<file path="src/verilog/dac_cmd_pkg.sv">
package dac_cmd_pkg;

  localparam int DAC_WORD_BITS = 24;

  // system clocks per sclk half period
  localparam int SCLK_DIV = 2;

  // DAC input shift register layout, MSB first on the wire
  typedef struct packed {
    logic [3:0]  cmd;   // command nibble
    logic [3:0]  chan;  // channel address
    logic [15:0] data;  // code or command argument
  } dac_word_t;

  // command codes
  localparam logic [3:0] CMD_WRITE_UPDATE = 4'b0011;  // write and update channel n
  localparam logic [3:0] CMD_SOFT_RESET   = 4'b0110;  // software reset to power-on state
  localparam logic [3:0] CMD_REF_SETUP    = 4'b0111;  // reference select

  // fixed setup words sent once after start
  localparam dac_word_t DAC_RESET_WORD = '{
    cmd:  CMD_SOFT_RESET,
    chan: 4'h0,
    data: 16'h0000
  };

  localparam dac_word_t DAC_VREF_WORD = '{
    cmd:  CMD_REF_SETUP,
    chan: 4'h0,
    data: 16'h0001   // bit 0 set, internal ref off, external ref in use
  };

endpackage

</file>
<file path="src/verilog/mems_scan_pkg.sv">
package mems_scan_pkg;

  // number of DACs, one per mirror axis
  localparam int NUM_LANES = 2;

  // scan table walk, wraps from end back to start
  localparam int SCAN_START = 8;
  localparam int SCAN_END   = 11524;

  // line start rule
  localparam int FIRST_LINE_ADDR = 540;   // first line start address
  localparam int LINE_PITCH      = 640;   // addresses between line starts
  localparam int LINES_PER_FRAME = 9;     // every n-th line start opens a frame

  // per-lane queue depth, also the credits per lane
  localparam int LANE_DEPTH = 2;

  // marker tag carried with each word and returned on completion
  typedef struct packed {
    logic line;   // word belongs to a line start address
    logic frame;  // word belongs to a frame start address
  } scan_tag_t;

  localparam scan_tag_t TAG_NONE = '{line: 1'b0, frame: 1'b0};

endpackage
</file>
<file path="src/verilog/cmd_link_if.sv">
`timescale 1ns/10ps

// one link per lane between the sequencer and a SPI lane
// the sender spends a credit for every valid cycle, the lane
// pulses credit when a queued word moves into its shifter
interface cmd_link_if import mems_scan_pkg::*, dac_cmd_pkg::*; ();

  logic      valid;   // one cycle per word
  dac_word_t word;    // DAC word to shift out
  scan_tag_t tag;     // returned with the completion
  logic      credit;  // queue slot freed

  modport sender (
    output valid,
    output word,
    output tag,
    input  credit
  );

  modport lane (
    input  valid,
    input  word,
    input  tag,
    output credit
  );

endinterface

</file>
<file path="src/verilog/mems_scan_top.sv">
`timescale 1ns/10ps

module mems_scan_top import mems_scan_pkg::*; #(
  parameter int NUM_LANES       = mems_scan_pkg::NUM_LANES,
  parameter int SCAN_START      = mems_scan_pkg::SCAN_START,
  parameter int SCAN_END        = mems_scan_pkg::SCAN_END,
  parameter int FIRST_LINE_ADDR = mems_scan_pkg::FIRST_LINE_ADDR,
  parameter int LINE_PITCH      = mems_scan_pkg::LINE_PITCH,
  parameter int LINES_PER_FRAME = mems_scan_pkg::LINES_PER_FRAME,
  parameter int LANE_DEPTH      = mems_scan_pkg::LANE_DEPTH,
  parameter int SCLK_DIV        = dac_cmd_pkg::SCLK_DIV
) (
  input  logic                       clk,
  input  logic                       mems_soft_reset,
  input  logic                       start,
  input  logic                       pause,
  input  logic [NUM_LANES-1:0][15:0] rom_data,   // lane i on slice i
  input  logic                       new_line_fifo_done,
  input  logic                       new_frame_fifo_done,
  output logic [15:0]                addr,
  output logic                       new_line,
  output logic                       new_frame,
  output logic [NUM_LANES-1:0]       dac_sclk,
  output logic [NUM_LANES-1:0]       dac_cs_n,
  output logic [NUM_LANES-1:0]       dac_mosi
);

  logic [NUM_LANES-1:0]      done_valid;
  scan_tag_t [NUM_LANES-1:0] done_tag;

  cmd_link_if link [NUM_LANES] ();  // one link per lane

  mems_control #(
    .NUM_LANES       (NUM_LANES),
    .SCAN_START      (SCAN_START),
    .SCAN_END        (SCAN_END),
    .FIRST_LINE_ADDR (FIRST_LINE_ADDR),
    .LINE_PITCH      (LINE_PITCH),
    .LINES_PER_FRAME (LINES_PER_FRAME),
    .LANE_DEPTH      (LANE_DEPTH)
  ) i_mems_control (
    .clk             (clk),
    .mems_soft_reset (mems_soft_reset),
    .start           (start),
    .pause           (pause),
    .rom_data        (rom_data),
    .addr            (addr),
    .link            (link)
  );

  for (genvar g = 0; g < NUM_LANES; g++) begin : g_lane
    dac_spi_lane #(
      .LANE_DEPTH (LANE_DEPTH),
      .SCLK_DIV   (SCLK_DIV)
    ) i_dac_spi_lane (
      .clk             (clk),
      .mems_soft_reset (mems_soft_reset),
      .link            (link[g]),
      .sclk            (dac_sclk[g]),
      .cs_n            (dac_cs_n[g]),
      .mosi            (dac_mosi[g]),
      .done_valid      (done_valid[g]),
      .done_tag        (done_tag[g])
    );
  end

  scan_event_merge #(
    .NUM_LANES (NUM_LANES)
  ) i_scan_event_merge (
    .clk                 (clk),
    .mems_soft_reset     (mems_soft_reset),
    .done_valid          (done_valid),
    .done_tag            (done_tag),
    .new_line_fifo_done  (new_line_fifo_done),
    .new_frame_fifo_done (new_frame_fifo_done),
    .new_line            (new_line),
    .new_frame           (new_frame)
  );

endmodule

</file>
<file path="src/verilog/mems_control.sv">
`timescale 1ns/10ps

module mems_control import mems_scan_pkg::*, dac_cmd_pkg::*; #(
  parameter int NUM_LANES       = mems_scan_pkg::NUM_LANES,
  parameter int SCAN_START      = mems_scan_pkg::SCAN_START,
  parameter int SCAN_END        = mems_scan_pkg::SCAN_END,
  parameter int FIRST_LINE_ADDR = mems_scan_pkg::FIRST_LINE_ADDR,
  parameter int LINE_PITCH      = mems_scan_pkg::LINE_PITCH,
  parameter int LINES_PER_FRAME = mems_scan_pkg::LINES_PER_FRAME,
  parameter int LANE_DEPTH      = mems_scan_pkg::LANE_DEPTH
) (
  input  logic                       clk,
  input  logic                       mems_soft_reset,
  input  logic                       start,
  input  logic                       pause,
  input  logic [NUM_LANES-1:0][15:0] rom_data,
  output logic [15:0]                addr,
  cmd_link_if.sender                 link [NUM_LANES]
);

  localparam int CW = $clog2(LANE_DEPTH + 1);
  localparam int LW = (LINES_PER_FRAME > 1) ? $clog2(LINES_PER_FRAME) : 1;

  typedef enum logic [2:0] {
    IDLE,
    SOFT_RESET,
    VREF_SETUP,
    SCAN_FETCH,
    SCAN_SEND
  } state_t;

  state_t               state_q;
  logic [NUM_LANES-1:0] has_credit;
  logic                 step_ok;
  logic                 send;
  logic                 valid_q;
  logic                 is_line;
  logic [16:0]          next_line_q;  // one bit wider so it never aliases back
  logic [LW-1:0]        line_idx_q;
  scan_tag_t            tag_q;

  // one step every two cycles at most, all lanes together
  assign step_ok = (&has_credit) & ~valid_q & ~pause;
  assign is_line = ({1'b0, addr} == next_line_q);

  always_comb begin
    case (state_q)
      SOFT_RESET: send = step_ok;
      VREF_SETUP: send = step_ok;
      SCAN_SEND:  send = step_ok;
      default:    send = 1'b0;
    endcase
  end

  always_ff @(posedge clk) begin
    if (mems_soft_reset) begin
      state_q     <= IDLE;
      addr        <= '0;
      valid_q     <= 1'b0;
      next_line_q <= 17'(FIRST_LINE_ADDR);
      line_idx_q  <= '0;
    end else begin
      valid_q <= send;
      case (state_q)
        IDLE: begin
          if (start) begin
            state_q <= SOFT_RESET;
          end
        end
        SOFT_RESET: begin
          if (send) begin
            state_q <= VREF_SETUP;
          end
        end
        VREF_SETUP: begin
          if (send) begin
            state_q     <= SCAN_FETCH;
            addr        <= 16'(SCAN_START);
            next_line_q <= 17'(FIRST_LINE_ADDR);
            line_idx_q  <= '0;
          end
        end
        SCAN_FETCH: begin
          state_q <= SCAN_SEND;  // table answers within this cycle
        end
        SCAN_SEND: begin
          if (send) begin
            state_q <= SCAN_FETCH;
            if (is_line) begin
              next_line_q <= next_line_q + 17'(LINE_PITCH);
              line_idx_q  <= (line_idx_q == LW'(LINES_PER_FRAME - 1)) ? '0 :
                             line_idx_q + 1'b1;
            end
            if (addr == 16'(SCAN_END)) begin
              addr        <= 16'(SCAN_START);  // wrap, line tracking restarts
              next_line_q <= 17'(FIRST_LINE_ADDR);
              line_idx_q  <= '0;
            end else begin
              addr <= addr + 16'd1;
            end
          end
        end
        default: state_q <= IDLE;
      endcase
    end
  end

  // tag shared by all lanes of a step
  always_ff @(posedge clk) begin
    if (send) begin
      tag_q.line  <= (state_q == SCAN_SEND) & is_line;
      tag_q.frame <= (state_q == SCAN_SEND) & is_line & (line_idx_q == '0);
    end
  end

  for (genvar g = 0; g < NUM_LANES; g++) begin : g_lane
    logic [CW-1:0] credit_cnt;
    dac_word_t     word_q;

    always_ff @(posedge clk) begin
      if (mems_soft_reset) begin
        credit_cnt <= CW'(LANE_DEPTH);
      end else begin
        credit_cnt <= credit_cnt - CW'(valid_q) + CW'(link[g].credit);
      end
    end

    always_ff @(posedge clk) begin
      if (send) begin
        case (state_q)
          SOFT_RESET: word_q <= DAC_RESET_WORD;
          VREF_SETUP: word_q <= DAC_VREF_WORD;
          default:    word_q <= '{cmd: CMD_WRITE_UPDATE, chan: 4'(g), data: rom_data[g]};
        endcase
      end
    end

    assign has_credit[g] = (credit_cnt != '0);
    assign link[g].valid = valid_q;
    assign link[g].word  = word_q;
    assign link[g].tag   = tag_q;

    // lane never returns more credits than it was given
    a_credit_max: assert property (@(posedge clk) disable iff (mems_soft_reset)
      credit_cnt <= CW'(LANE_DEPTH));

    a_send_with_credit: assert property (@(posedge clk) disable iff (mems_soft_reset)
      valid_q |-> credit_cnt != '0);
  end

endmodule

</file>
<file path="src/verilog/scan_event_merge.sv">
`timescale 1ns/10ps

module scan_event_merge import mems_scan_pkg::*; #(
  parameter int NUM_LANES = mems_scan_pkg::NUM_LANES
) (
  input  logic                      clk,
  input  logic                      mems_soft_reset,
  input  logic [NUM_LANES-1:0]      done_valid,
  input  scan_tag_t [NUM_LANES-1:0] done_tag,
  input  logic                      new_line_fifo_done,
  input  logic                      new_frame_fifo_done,
  output logic                      new_line,
  output logic                      new_frame
);

  localparam int CNT_W = 4;  // lanes drift apart by a few words only
  localparam int SEQ_W = 8;

  logic [NUM_LANES-1:0]            line_in;
  logic [NUM_LANES-1:0]            frame_in;
  logic [NUM_LANES-1:0]            line_seen;
  logic [NUM_LANES-1:0]            frame_seen;
  logic [NUM_LANES-1:0][CNT_W-1:0] line_cnt;
  logic [NUM_LANES-1:0][CNT_W-1:0] frame_cnt;
  logic [NUM_LANES-1:0][SEQ_W-1:0] seq;  // completions per lane
  logic                            line_join;
  logic                            frame_join;

  always_comb begin
    for (int i = 0; i < NUM_LANES; i++) begin
      line_in[i]    = done_valid[i] & done_tag[i].line;
      frame_in[i]   = done_valid[i] & done_tag[i].frame;
      line_seen[i]  = line_in[i] | (line_cnt[i] != '0);
      frame_seen[i] = frame_in[i] | (frame_cnt[i] != '0);
    end
  end

  assign line_join  = &line_seen;   // last lane just caught up
  assign frame_join = &frame_seen;

  always_ff @(posedge clk) begin
    if (mems_soft_reset) begin
      line_cnt  <= '0;
      frame_cnt <= '0;
      seq       <= '0;
    end else begin
      for (int i = 0; i < NUM_LANES; i++) begin
        line_cnt[i]  <= line_cnt[i] + CNT_W'(line_in[i]) - CNT_W'(line_join);
        frame_cnt[i] <= frame_cnt[i] + CNT_W'(frame_in[i]) - CNT_W'(frame_join);
        seq[i]       <= seq[i] + SEQ_W'(done_valid[i]);
      end
    end
  end

  // sticky markers, a new event wins over an ack in the same cycle
  always_ff @(posedge clk) begin
    if (mems_soft_reset) begin
      new_line  <= 1'b0;
      new_frame <= 1'b0;
    end else begin
      if (line_join) begin
        new_line <= 1'b1;
      end else if (new_line_fifo_done) begin
        new_line <= 1'b0;
      end
      if (frame_join) begin
        new_frame <= 1'b1;
      end else if (new_frame_fifo_done) begin
        new_frame <= 1'b0;
      end
    end
  end

  for (genvar g = 1; g < NUM_LANES; g++) begin : g_tag_check
    a_tag_agree: assert property (@(posedge clk) disable iff (mems_soft_reset)
      (done_valid[0] && done_valid[g] && seq[0] == seq[g]) |-> done_tag[g] == done_tag[0]);
  end

endmodule

</file>
<file path="src/verilog/dac_spi_lane.sv">
`timescale 1ns/10ps

module dac_spi_lane import mems_scan_pkg::*, dac_cmd_pkg::*; #(
  parameter int LANE_DEPTH = mems_scan_pkg::LANE_DEPTH,
  parameter int SCLK_DIV   = dac_cmd_pkg::SCLK_DIV
) (
  input  logic      clk,
  input  logic      mems_soft_reset,
  cmd_link_if.lane  link,
  output logic      sclk,
  output logic      cs_n,
  output logic      mosi,
  output logic      done_valid,
  output scan_tag_t done_tag
);

  localparam int PW     = (LANE_DEPTH > 1) ? $clog2(LANE_DEPTH) : 1;
  localparam int QW     = $clog2(LANE_DEPTH + 1);
  localparam int DW     = (SCLK_DIV > 1) ? $clog2(SCLK_DIV) : 1;
  localparam int HALVES = 2 * DAC_WORD_BITS;
  localparam int HW     = $clog2(HALVES);

  typedef struct packed {
    dac_word_t word;
    scan_tag_t tag;
  } entry_t;

  entry_t                   queue_mem [LANE_DEPTH];
  entry_t                   head;
  logic [PW-1:0]            wr_ptr;
  logic [PW-1:0]            rd_ptr;
  logic [QW-1:0]            q_count;
  logic                     pop;
  logic                     busy;
  logic                     gap_q;
  logic                     half_end;
  logic                     word_end;
  logic                     rise_next;
  logic [DW-1:0]            div_cnt;
  logic [HW-1:0]            half_cnt;
  logic [DAC_WORD_BITS-1:0] shift_q;
  scan_tag_t                cur_tag;

  function automatic logic [PW-1:0] next_ptr(input logic [PW-1:0] p);
    return (p == PW'(LANE_DEPTH - 1)) ? '0 : p + 1'b1;
  endfunction

  assign head      = queue_mem[rd_ptr];
  assign pop       = ~busy & ~gap_q & (q_count != '0);
  assign half_end  = busy & (div_cnt == DW'(SCLK_DIV - 1));
  assign word_end  = half_end & (half_cnt == HW'(HALVES - 1));
  assign rise_next = half_end & ~word_end & ~sclk;  // next edge is sclk rising

  assign link.credit = pop;  // slot frees as the word enters the shifter
  assign mosi        = shift_q[DAC_WORD_BITS-1];
  assign done_tag    = cur_tag;

  always_ff @(posedge clk) begin
    if (link.valid) begin
      queue_mem[wr_ptr] <= '{word: link.word, tag: link.tag};
    end
  end

  always_ff @(posedge clk) begin
    if (mems_soft_reset) begin
      wr_ptr  <= '0;
      rd_ptr  <= '0;
      q_count <= '0;
    end else begin
      if (link.valid) begin
        wr_ptr <= next_ptr(wr_ptr);
      end
      if (pop) begin
        rd_ptr <= next_ptr(rd_ptr);
      end
      q_count <= q_count + QW'(link.valid) - QW'(pop);
    end
  end

  // mode 1 shifter, cs_n low for HALVES * SCLK_DIV cycles
  always_ff @(posedge clk) begin
    if (mems_soft_reset) begin
      busy       <= 1'b0;
      cs_n       <= 1'b1;
      sclk       <= 1'b0;
      gap_q      <= 1'b0;
      done_valid <= 1'b0;
      div_cnt    <= '0;
      half_cnt   <= '0;
      shift_q    <= '0;
    end else begin
      gap_q      <= word_end;  // keeps cs_n high a second cycle
      done_valid <= word_end;
      if (pop) begin
        busy     <= 1'b1;
        cs_n     <= 1'b0;
        sclk     <= 1'b1;      // first rising edge, MSB goes out
        div_cnt  <= '0;
        half_cnt <= '0;
        shift_q  <= head.word;
      end else if (busy) begin
        div_cnt <= half_end ? '0 : div_cnt + 1'b1;
        if (word_end) begin
          busy <= 1'b0;
          cs_n <= 1'b1;
          sclk <= 1'b0;
        end else if (half_end) begin
          half_cnt <= half_cnt + 1'b1;
          sclk     <= ~sclk;
        end
        if (rise_next) begin
          shift_q <= {shift_q[DAC_WORD_BITS-2:0], 1'b0};
        end
      end
    end
  end

  always_ff @(posedge clk) begin
    if (pop) begin
      cur_tag <= head.tag;
    end
  end

  // sender credit accounting keeps the queue from overflowing
  a_no_push_when_full: assert property (@(posedge clk) disable iff (mems_soft_reset)
    link.valid |-> q_count < QW'(LANE_DEPTH));

endmodule

</file>
<file path="config.mk">
export PLATFORM = sky130hd
export DESIGN_NAME = mems_scan_top
export DESIGN_NICKNAME = d
export VERILOG_FILES = /design/src/verilog/dac_cmd_pkg.sv /design/src/verilog/mems_scan_pkg.sv /design/src/verilog/cmd_link_if.sv /design/src/verilog/mems_scan_top.sv /design/src/verilog/mems_control.sv /design/src/verilog/scan_event_merge.sv /design/src/verilog/dac_spi_lane.sv
export SDC_FILE = /design/constraint.sdc
export NUM_CORES = 1
export LEC_CHECK = 0
export BUFFER_PORTS_ARGS = -buffer_cell sky130_fd_sc_hd__clkbuf_2
export CAP_MARGIN = 20
export CORE_ASPECT_RATIO = 2
export CORE_MARGIN = 2
export CORE_UTILIZATION = 35
export DETAILED_ROUTE_END_ITERATION = 10
export GPL_TIMING_DRIVEN = 0
export PLACE_DENSITY_LB_ADDON = 0.05
export SLEW_MARGIN = 20
export SYNTH_ARGS = -nofsm -noshare
export SYNTH_HDL_FRONTEND = slang
export SYNTH_SLANG_ARGS = --single-unit
</file>
<file path="constraint.sdc">
create_clock -name clk -period 2.8 [get_ports clk]
set_input_delay 0.28 -clock clk [delete_from_list [all_inputs] [get_ports clk]]
set_output_delay 0.28 -clock clk [all_outputs]
set_load 0.05 [all_outputs]
</file>
---- After elaboration in Yosys (flattened, before gate mapping) ----
Memories as Yosys holds them, arrays and structs flattened. A register that Yosys moved wholly into a read port is not among the register bits.
Cells that the tools add are included.
cells by class
  add/sub/neg operators ................... 27
  bitwise logic cells ..................... 34
  multiplexer cells ....................... 64
  equal/unequal tests ..................... 15
  reduce and logical (&&, ||, !) cells .... 39
operators with widths
  operator                                               number
  2-to-1 mux 24 bit                                      6
  one-hot mux 23 bit (2 select lines)                    2
  2-to-1 mux 17 bit                                      4
  2-to-1 mux 16 bit                                      3
  2-to-1 mux 1 bit                                       37
  one-hot mux 17 bit (2 select lines)                    1
  one-hot mux 16 bit (2 select lines)                    1
  nonzero test 2 bit                                     13
  bitwise AND 1 bit                                      20
  2-to-1 mux 4 bit                                       5
  AND reduction 2 bit                                    9
  adder 17 x 10 -> 17 bit, second input constant         1
  equality test 16 x 17 -> 1 bit                         1
  adder 16 x 1 -> 16 bit, second input constant          1
  adder 4 x 1 -> 4 bit                                   4
  equality test 16 x 14 -> 1 bit, second input constant  1
  nonzero test 4 bit                                     4
  subtractor 4 x 1 -> 4 bit                              4
  adder 6 x 1 -> 6 bit, second input constant            2
  equality test 6 bit, second input constant             2
  one-hot mux 3 bit (4 select lines)                     1
  AND reduction 3 bit                                    4
  inverter 1 bit                                         10
  2-to-1 mux 3 bit                                       3
  19 further kinds                                       40
storage, ports and cells
  register bits after elaboration ......... 195
  memories ................................ 2
  bits in writable memories ............... 104
  output and inout port bits .............. 24
memories
  memory                              words  bits a word  rd ports  clocked after memory_dff  write ports  line                RTL
  g_lane[0].i_dac_spi_lane.queue_mem  2      26           1         1                         1            dac_spi_lane.sv:28  entry_t queue_mem [LANE_DEPTH];
  g_lane[1].i_dac_spi_lane.queue_mem  2      26           1         1                         1            dac_spi_lane.sv:28

---- Logic depth before layout (Yosys ltp) ----
  word-level depth ........................ 8
  depth in mapped cells ................... 11

---- By module ----
From an unflattened synthesis, not the netlist that was laid out.
second synthesis, totals
  cells, all modules ...................... 1134
  area total of the unflattened synthesis .. 12767.2 um^2
by module, submodules not included
  module                                    cells an instance  area an instance (um^2)  times used  sequential area each (um^2)
  dac_spi_lane at g_lane[1].i_dac_spi_lane  324                3988.8                   1           2422.3
  dac_spi_lane at g_lane[0].i_dac_spi_lane  324                3955.0                   1           2422.3
  mems_control                              358                3648.5                   1           1891.8
  scan_event_merge                          128                1174.9                   1           360.3

---- Least setup slack after synthesis ----
Ideal clock, no wire load.
  path type ............................... register to register
  from .................................... register i_mems_control.addr[0]
  to ...................................... register i_mems_control.next_line_q[15]
  clock period less this slack ............ 2.503 ns
  library setup time ...................... 0.087 ns
  stages on the path, launching flop included .. 9
  slack ................................... 0.297 ns
  path buffers ............................ 1
  data arrival time ....................... 2.416 ns
  cells stage by stage .................... dfxtp_1 inv_1 ha_1 nor4b_1 and4_1 nand2b_1 clkbuf_1 or4_1 o31ai_1
on the way
  cells in the longest elaborated chain, start to end .. 4
RTL lines
  item                                 line                RTL
  start: declaration                   mems_control.sv:17  output logic [15:0] addr,
  start signal: assignment             mems_control.sv:78  addr <= 16'(SCAN_START);
  start signal: assignment             mems_control.sv:95  addr <= 16'(SCAN_START);
  start signal: assignment             mems_control.sv:99  addr <= addr + 16'd1;
  equality test 16 x 14 -> 1 bit       mems_control.sv:94  if (addr == 16'(SCAN_END)) begin
  2-to-1 mux 17 bit                    mems_control.sv:94
  2-to-1 mux 17 bit                    mems_control.sv:87  if (send) begin
  one-hot mux 17 bit (2 select lines)  mems_control.sv:64  case (state_q)
  end signal: assignment               mems_control.sv:60  next_line_q <= 17'(FIRST_LINE_ADDR);
  end signal: assignment               mems_control.sv:90  next_line_q <= next_line_q + 17'(LINE_PITCH);
  end signal: assignment               mems_control.sv:96  next_line_q <= 17'(FIRST_LINE_ADDR);
  end: declaration                     mems_control.sv:38  logic [16:0] next_line_q;
Several ways; a longest one is shown, not always the timed one. The select of a mux whose other input is x is not followed.
A chain may end at the register's enable or synchronous reset.

---- Worst setup path in the final report ----
  from .................................... register i_mems_control.valid_q, in the netlist i_mems_control.link[0].valid
  to ...................................... register i_mems_control.addr[4]
on the way
  cells in the longest elaborated chain, start to end .. 6
RTL lines
  item                                      line                RTL
  start: declaration                        mems_control.sv:36  logic valid_q;
  start signal: assignment                  mems_control.sv:63  valid_q <= send;
  inverter 1 bit (*)                        mems_control.sv:43  assign step_ok = (&has_credit) & ~valid_q & ~pause;
  bitwise AND 1 bit (*) (2 in a row)        mems_control.sv:43
  2-to-1 mux 1 bit (*)                      mems_control.sv:47  case (state_q)
  inequality test 2 x 1 -> 1 bit (no line)  --
  AND reduction 3 bit (no line) (*)         --
Every way passes the cells marked *; elsewhere a longest branch is shown, timed or not.

==> summary.md <==
| Metric | Value |
|---|---|
| DRT antenna net count | 0 |
| Tmin final | 2710 ps |
| Vias in the first global route | between 7,000 and 8,000 |
| PortBufs | 60 |
| CTS Sinks | 260 |
| Pre-CTS setup slack | around 70 ps |
| Ant diodes | 0 |
| Relative slew slack | 34.9% |
| Starting DRT DRC Count | 292 |
| Max-Cap Viols | 0 |
| Routed length per placed instance | approximately 18 µm |
| Initial antenna violation count | 0 |
| Top FF cell, synth | dfxtp_1 |
| Final setup violation count | 0 |
| Post-synth EDFFs | 123 |
| Mapped Area | about 11,000 µm² |
| CP required | 3220 ps |
| Global route overflow | 0 |
| H-tree Lvls | 1 |
| Crit path from | i_mems_control.link[0].valid |
| Core area | around 31,000 µm² |
| Register area share after synthesis | 58.9% |
| Reg2reg start | i_mems_control.link[0].valid |
| Largest net degree at the start of global routing | 22 |
| Max Clock Skew | between 9 and 10 ps |
| Full die area | between 30,000 and 40,000 µm² |
| CTS tree | yes |
| Skew-Pair Late Insertion Delay | 530 ps |
| F_max | roughly 370 MHz |
| Syn_area_per_cell | about 11 µm² |
| PnR worst setup slack | about 87 ps |
| Final period util | a little over nine tenths |
| Final wirelength | roughly 26,000 µm |
| DP Area | between 10,000 and 15,000 µm² |
| Ys Warns | 0 |
| Num ports | between 60 and 70 |
| DP Wirelength | 19,000 µm |
| Root Buffer | clkbuf_16 |
| Total Power | around 12 mW |
| CTS Hold Bufs | 0 |
| Startpoint Class | flop |
| Worst-path clk slew | about 70 ps |
| Area Overhead vs Synth | 15.2% |
| Max Fanout on Critical Path | 11 |
| Vias per inst | ~5.1 |
| First-pass GRT wire length | around 42,000 µm |
| LEAKAGE | 4.55 nW |
| Die width | ~130 µm |
| Cell area after layout | ~13,000 µm² |
| Total global routing track utilization | 16.4% |
| Setup CP Type | flop to flop |
| Initial core utilization | 35.6% |
| Final Slew Violations | 0 |
| Hold Vio Cnt, Final | 0 |
| Worst R2R Setup Slack | between 80 and 90 ps |
| CP Capture Type | flop |
| Critical Path Sink | i_mems_control.addr[4] |
| Cell row count | slightly above 90 |
| Core Util, Final | 40.9% |
| Worst hold path type | input port to flop |
| Worst vdd ir | about 0.00040 V |
| PD cells | between 900 and 1000 nW/µm² |
| Status | complete, no violations |
| CTS Buf Count | 25 |
| Cells on worst reg2reg path | 6 |
| # DRC | 0 |
| Worst Tran Pin Value | 976 ps |
| Placer Congestion | 0.836 |
| Flops & latches, synth | 260 |
| Non-Filler Instances | roughly 1,400 |
| Synth Instances | ~960 |
| Post-synth cell types | 63 |
| Net Count, Synth | 1,033 |
| Async S/R FF share, synth | 0% |
| Final nets | 1,121 |
| Total number of vias | around 7,300 |
| Worst r2r dst | i_mems_control.addr[4] |
| RSZ-0062 raised after global routing | no |
| DR pass1 iterations | 4 |
| Die Y | approximately 250 µm |
| Arr. time, crit path | roughly 3100 ps |
| DP Cell Count | between 1,000 and 1,500 |
| Deepest clock path buffer count | 3 |
| Share of post-route cells with drive strength above 1 | about an eighth |
## flip-flops by register name (all words and copies together), names as in the netlist, 3 cells and up, named ones only
name	count
i_scan_event_merge.frame_cnt	8
g_lane.i_dac_spi_lane.half_cnt	12
g_lane.i_dac_spi_lane.done_tag	4
g_lane.i_dac_spi_lane.shift_q	48
i_mems_control.link.word	35
i_mems_control.state_q	3
g_lane.i_dac_spi_lane.queue_mem	82
i_mems_control.g_lane.credit_cnt	4
g_lane.i_dac_spi_lane.q_count	4
i_mems_control.line_idx_q	4
i_mems_control.next_line_q	11
i_mems_control.addr	16
i_scan_event_merge.line_cnt	8
## power breakdown
group          internal (mW)  switching, mW  leakage [nW]
Sequential              4.81          0.361          2.24
Clock                   2.01           1.49         0.396
Combinational           1.28           1.87          1.91
## worst min path at each step
stage,start,endpoint,slack [ps],depth (start not counted)
final,new_frame_fifo_done,i_scan_event_merge.new_frame,30,4
after global routing,rom_data[10],i_mems_control.link[0].word[10],20,2
after CTS,new_line_fifo_done,i_scan_event_merge.new_line,1,4
after detailed placement,i_mems_control.link[1].word[9],g_lane[1].i_dac_spi_lane.queue_mem[1][11],430,0
after global placement,i_mems_control.link[1].word[10],g_lane[1].i_dac_spi_lane.queue_mem[0][12],420,0
after floorplan,i_mems_control.link[0].word[8],g_lane[0].i_dac_spi_lane.queue_mem[0][10],420,0
## per-stage QoR
step	hold WS, ps	setup TNS, ps
after floorplan	421	0
after global placement	424	-14300
after detailed placement	429	0
after CTS	1.19	0
after global routing	22.1	0
final	28.6	0
## synth_stat cells (24+ instances only)
| master | count | area, µm² |
|---|---|---|
| nor2b_1 | 49 | 307 |
| dfxtp_1 | 137 | 2740 |
| mux2i_1 | 42 | 420 |
| clkbuf_1 | 42 | 158 |
| xnor2_1 | 32 | 280 |
| a21oi_1 | 38 | 190 |
| ha_1 | 32 | 400 |
| nor3_1 | 24 | 120 |
| nand2_1 | 54 | 203 |
| inv_1 | 33 | 124 |
| nor2_1 | 102 | 383 |
| edfxtp_1 | 123 | 3690 |
## layout make-up
class                           count  area (µm²)
Sequential cell                   260        6440
Timing Repair Buffer               62         339
Inverter                           36         135
Multi-Input combinational cell    606        4140
Clock buffer                       26         629
Fill cell                        2999       18200
Clock inverter                     19         204
Tap cell                          372         465
Buffer                             56         241
## layer usage
metal	global-route usage, %	part of all wire (%)	up-vias
li1	-	-	3620
met1	16.8	37	3517
met2	32.3	56	120
met3	2.36	3.4	50
met4	6.83	3.4	0
met5	0	0	-
## cell families (layout without fill, tap and decap cells)
logic type	count (synthesis)	count (layout)	synth area share [%]
multiplexers	46	46	4.26
AND/OR/NAND/NOR	332	332	15.6
buffers and inverters	93	199	3.48
flip-flops	260	260	58.9
XOR/XNOR	55	55	4.41
adder cells (fa/ha/maj)	36	36	4.40
AO/OA/AOI/OAI	137	137	8.93
## critical path: stages (launching register included)
cell     delay [ps]
dfxtp_1         450
or2_4           340
or4_4           540
buf_2           220
o21ai_0         600
buf_2           370
nor2_1           80
## timing repair
action	CTS	global route
setup endpoints to repair	0	13
buffers inserted	0	0
resized for setup	0	3
endpoints found under the hold margin	0	0
## layout by cell type (no fill, tap or decap), drive strengths merged, types with 4 or more instances in the layout
cell / Yosys / routed
dfxtp: 137 / 137
clkbuf: 42 / 127
edfxtp: 123 / 123
nor2: 102 / 102
nand2: 54 / 54
nor2b: 49 / 49
mux2i: 42 / 42
a21oi: 38 / 38
inv: 33 / 35
xnor2: 32 / 32
ha: 32 / 32
nor3: 25 / 25
nand4: 23 / 23
xor2: 23 / 23
nand3: 22 / 22
a221oi: 20 / 20
buf: 15 / 17
o21ai: 16 / 16
a31oi: 12 / 12
o221a: 12 / 12
clkinv: 3 / 11
and3: 10 / 10
and2: 8 / 8
or3: 5 / 5
a211oi: 5 / 5
clkinvlp: 0 / 5
mux2: 4 / 4
and4: 4 / 4
nand2b: 4 / 4
a2bb2oi: 4 / 4
a21o: 4 / 4
fa: 4 / 4
bufinv: 0 / 4
o21a: 4 / 4
nor4: 4 / 4
Power figures use the tool's default switching activity.
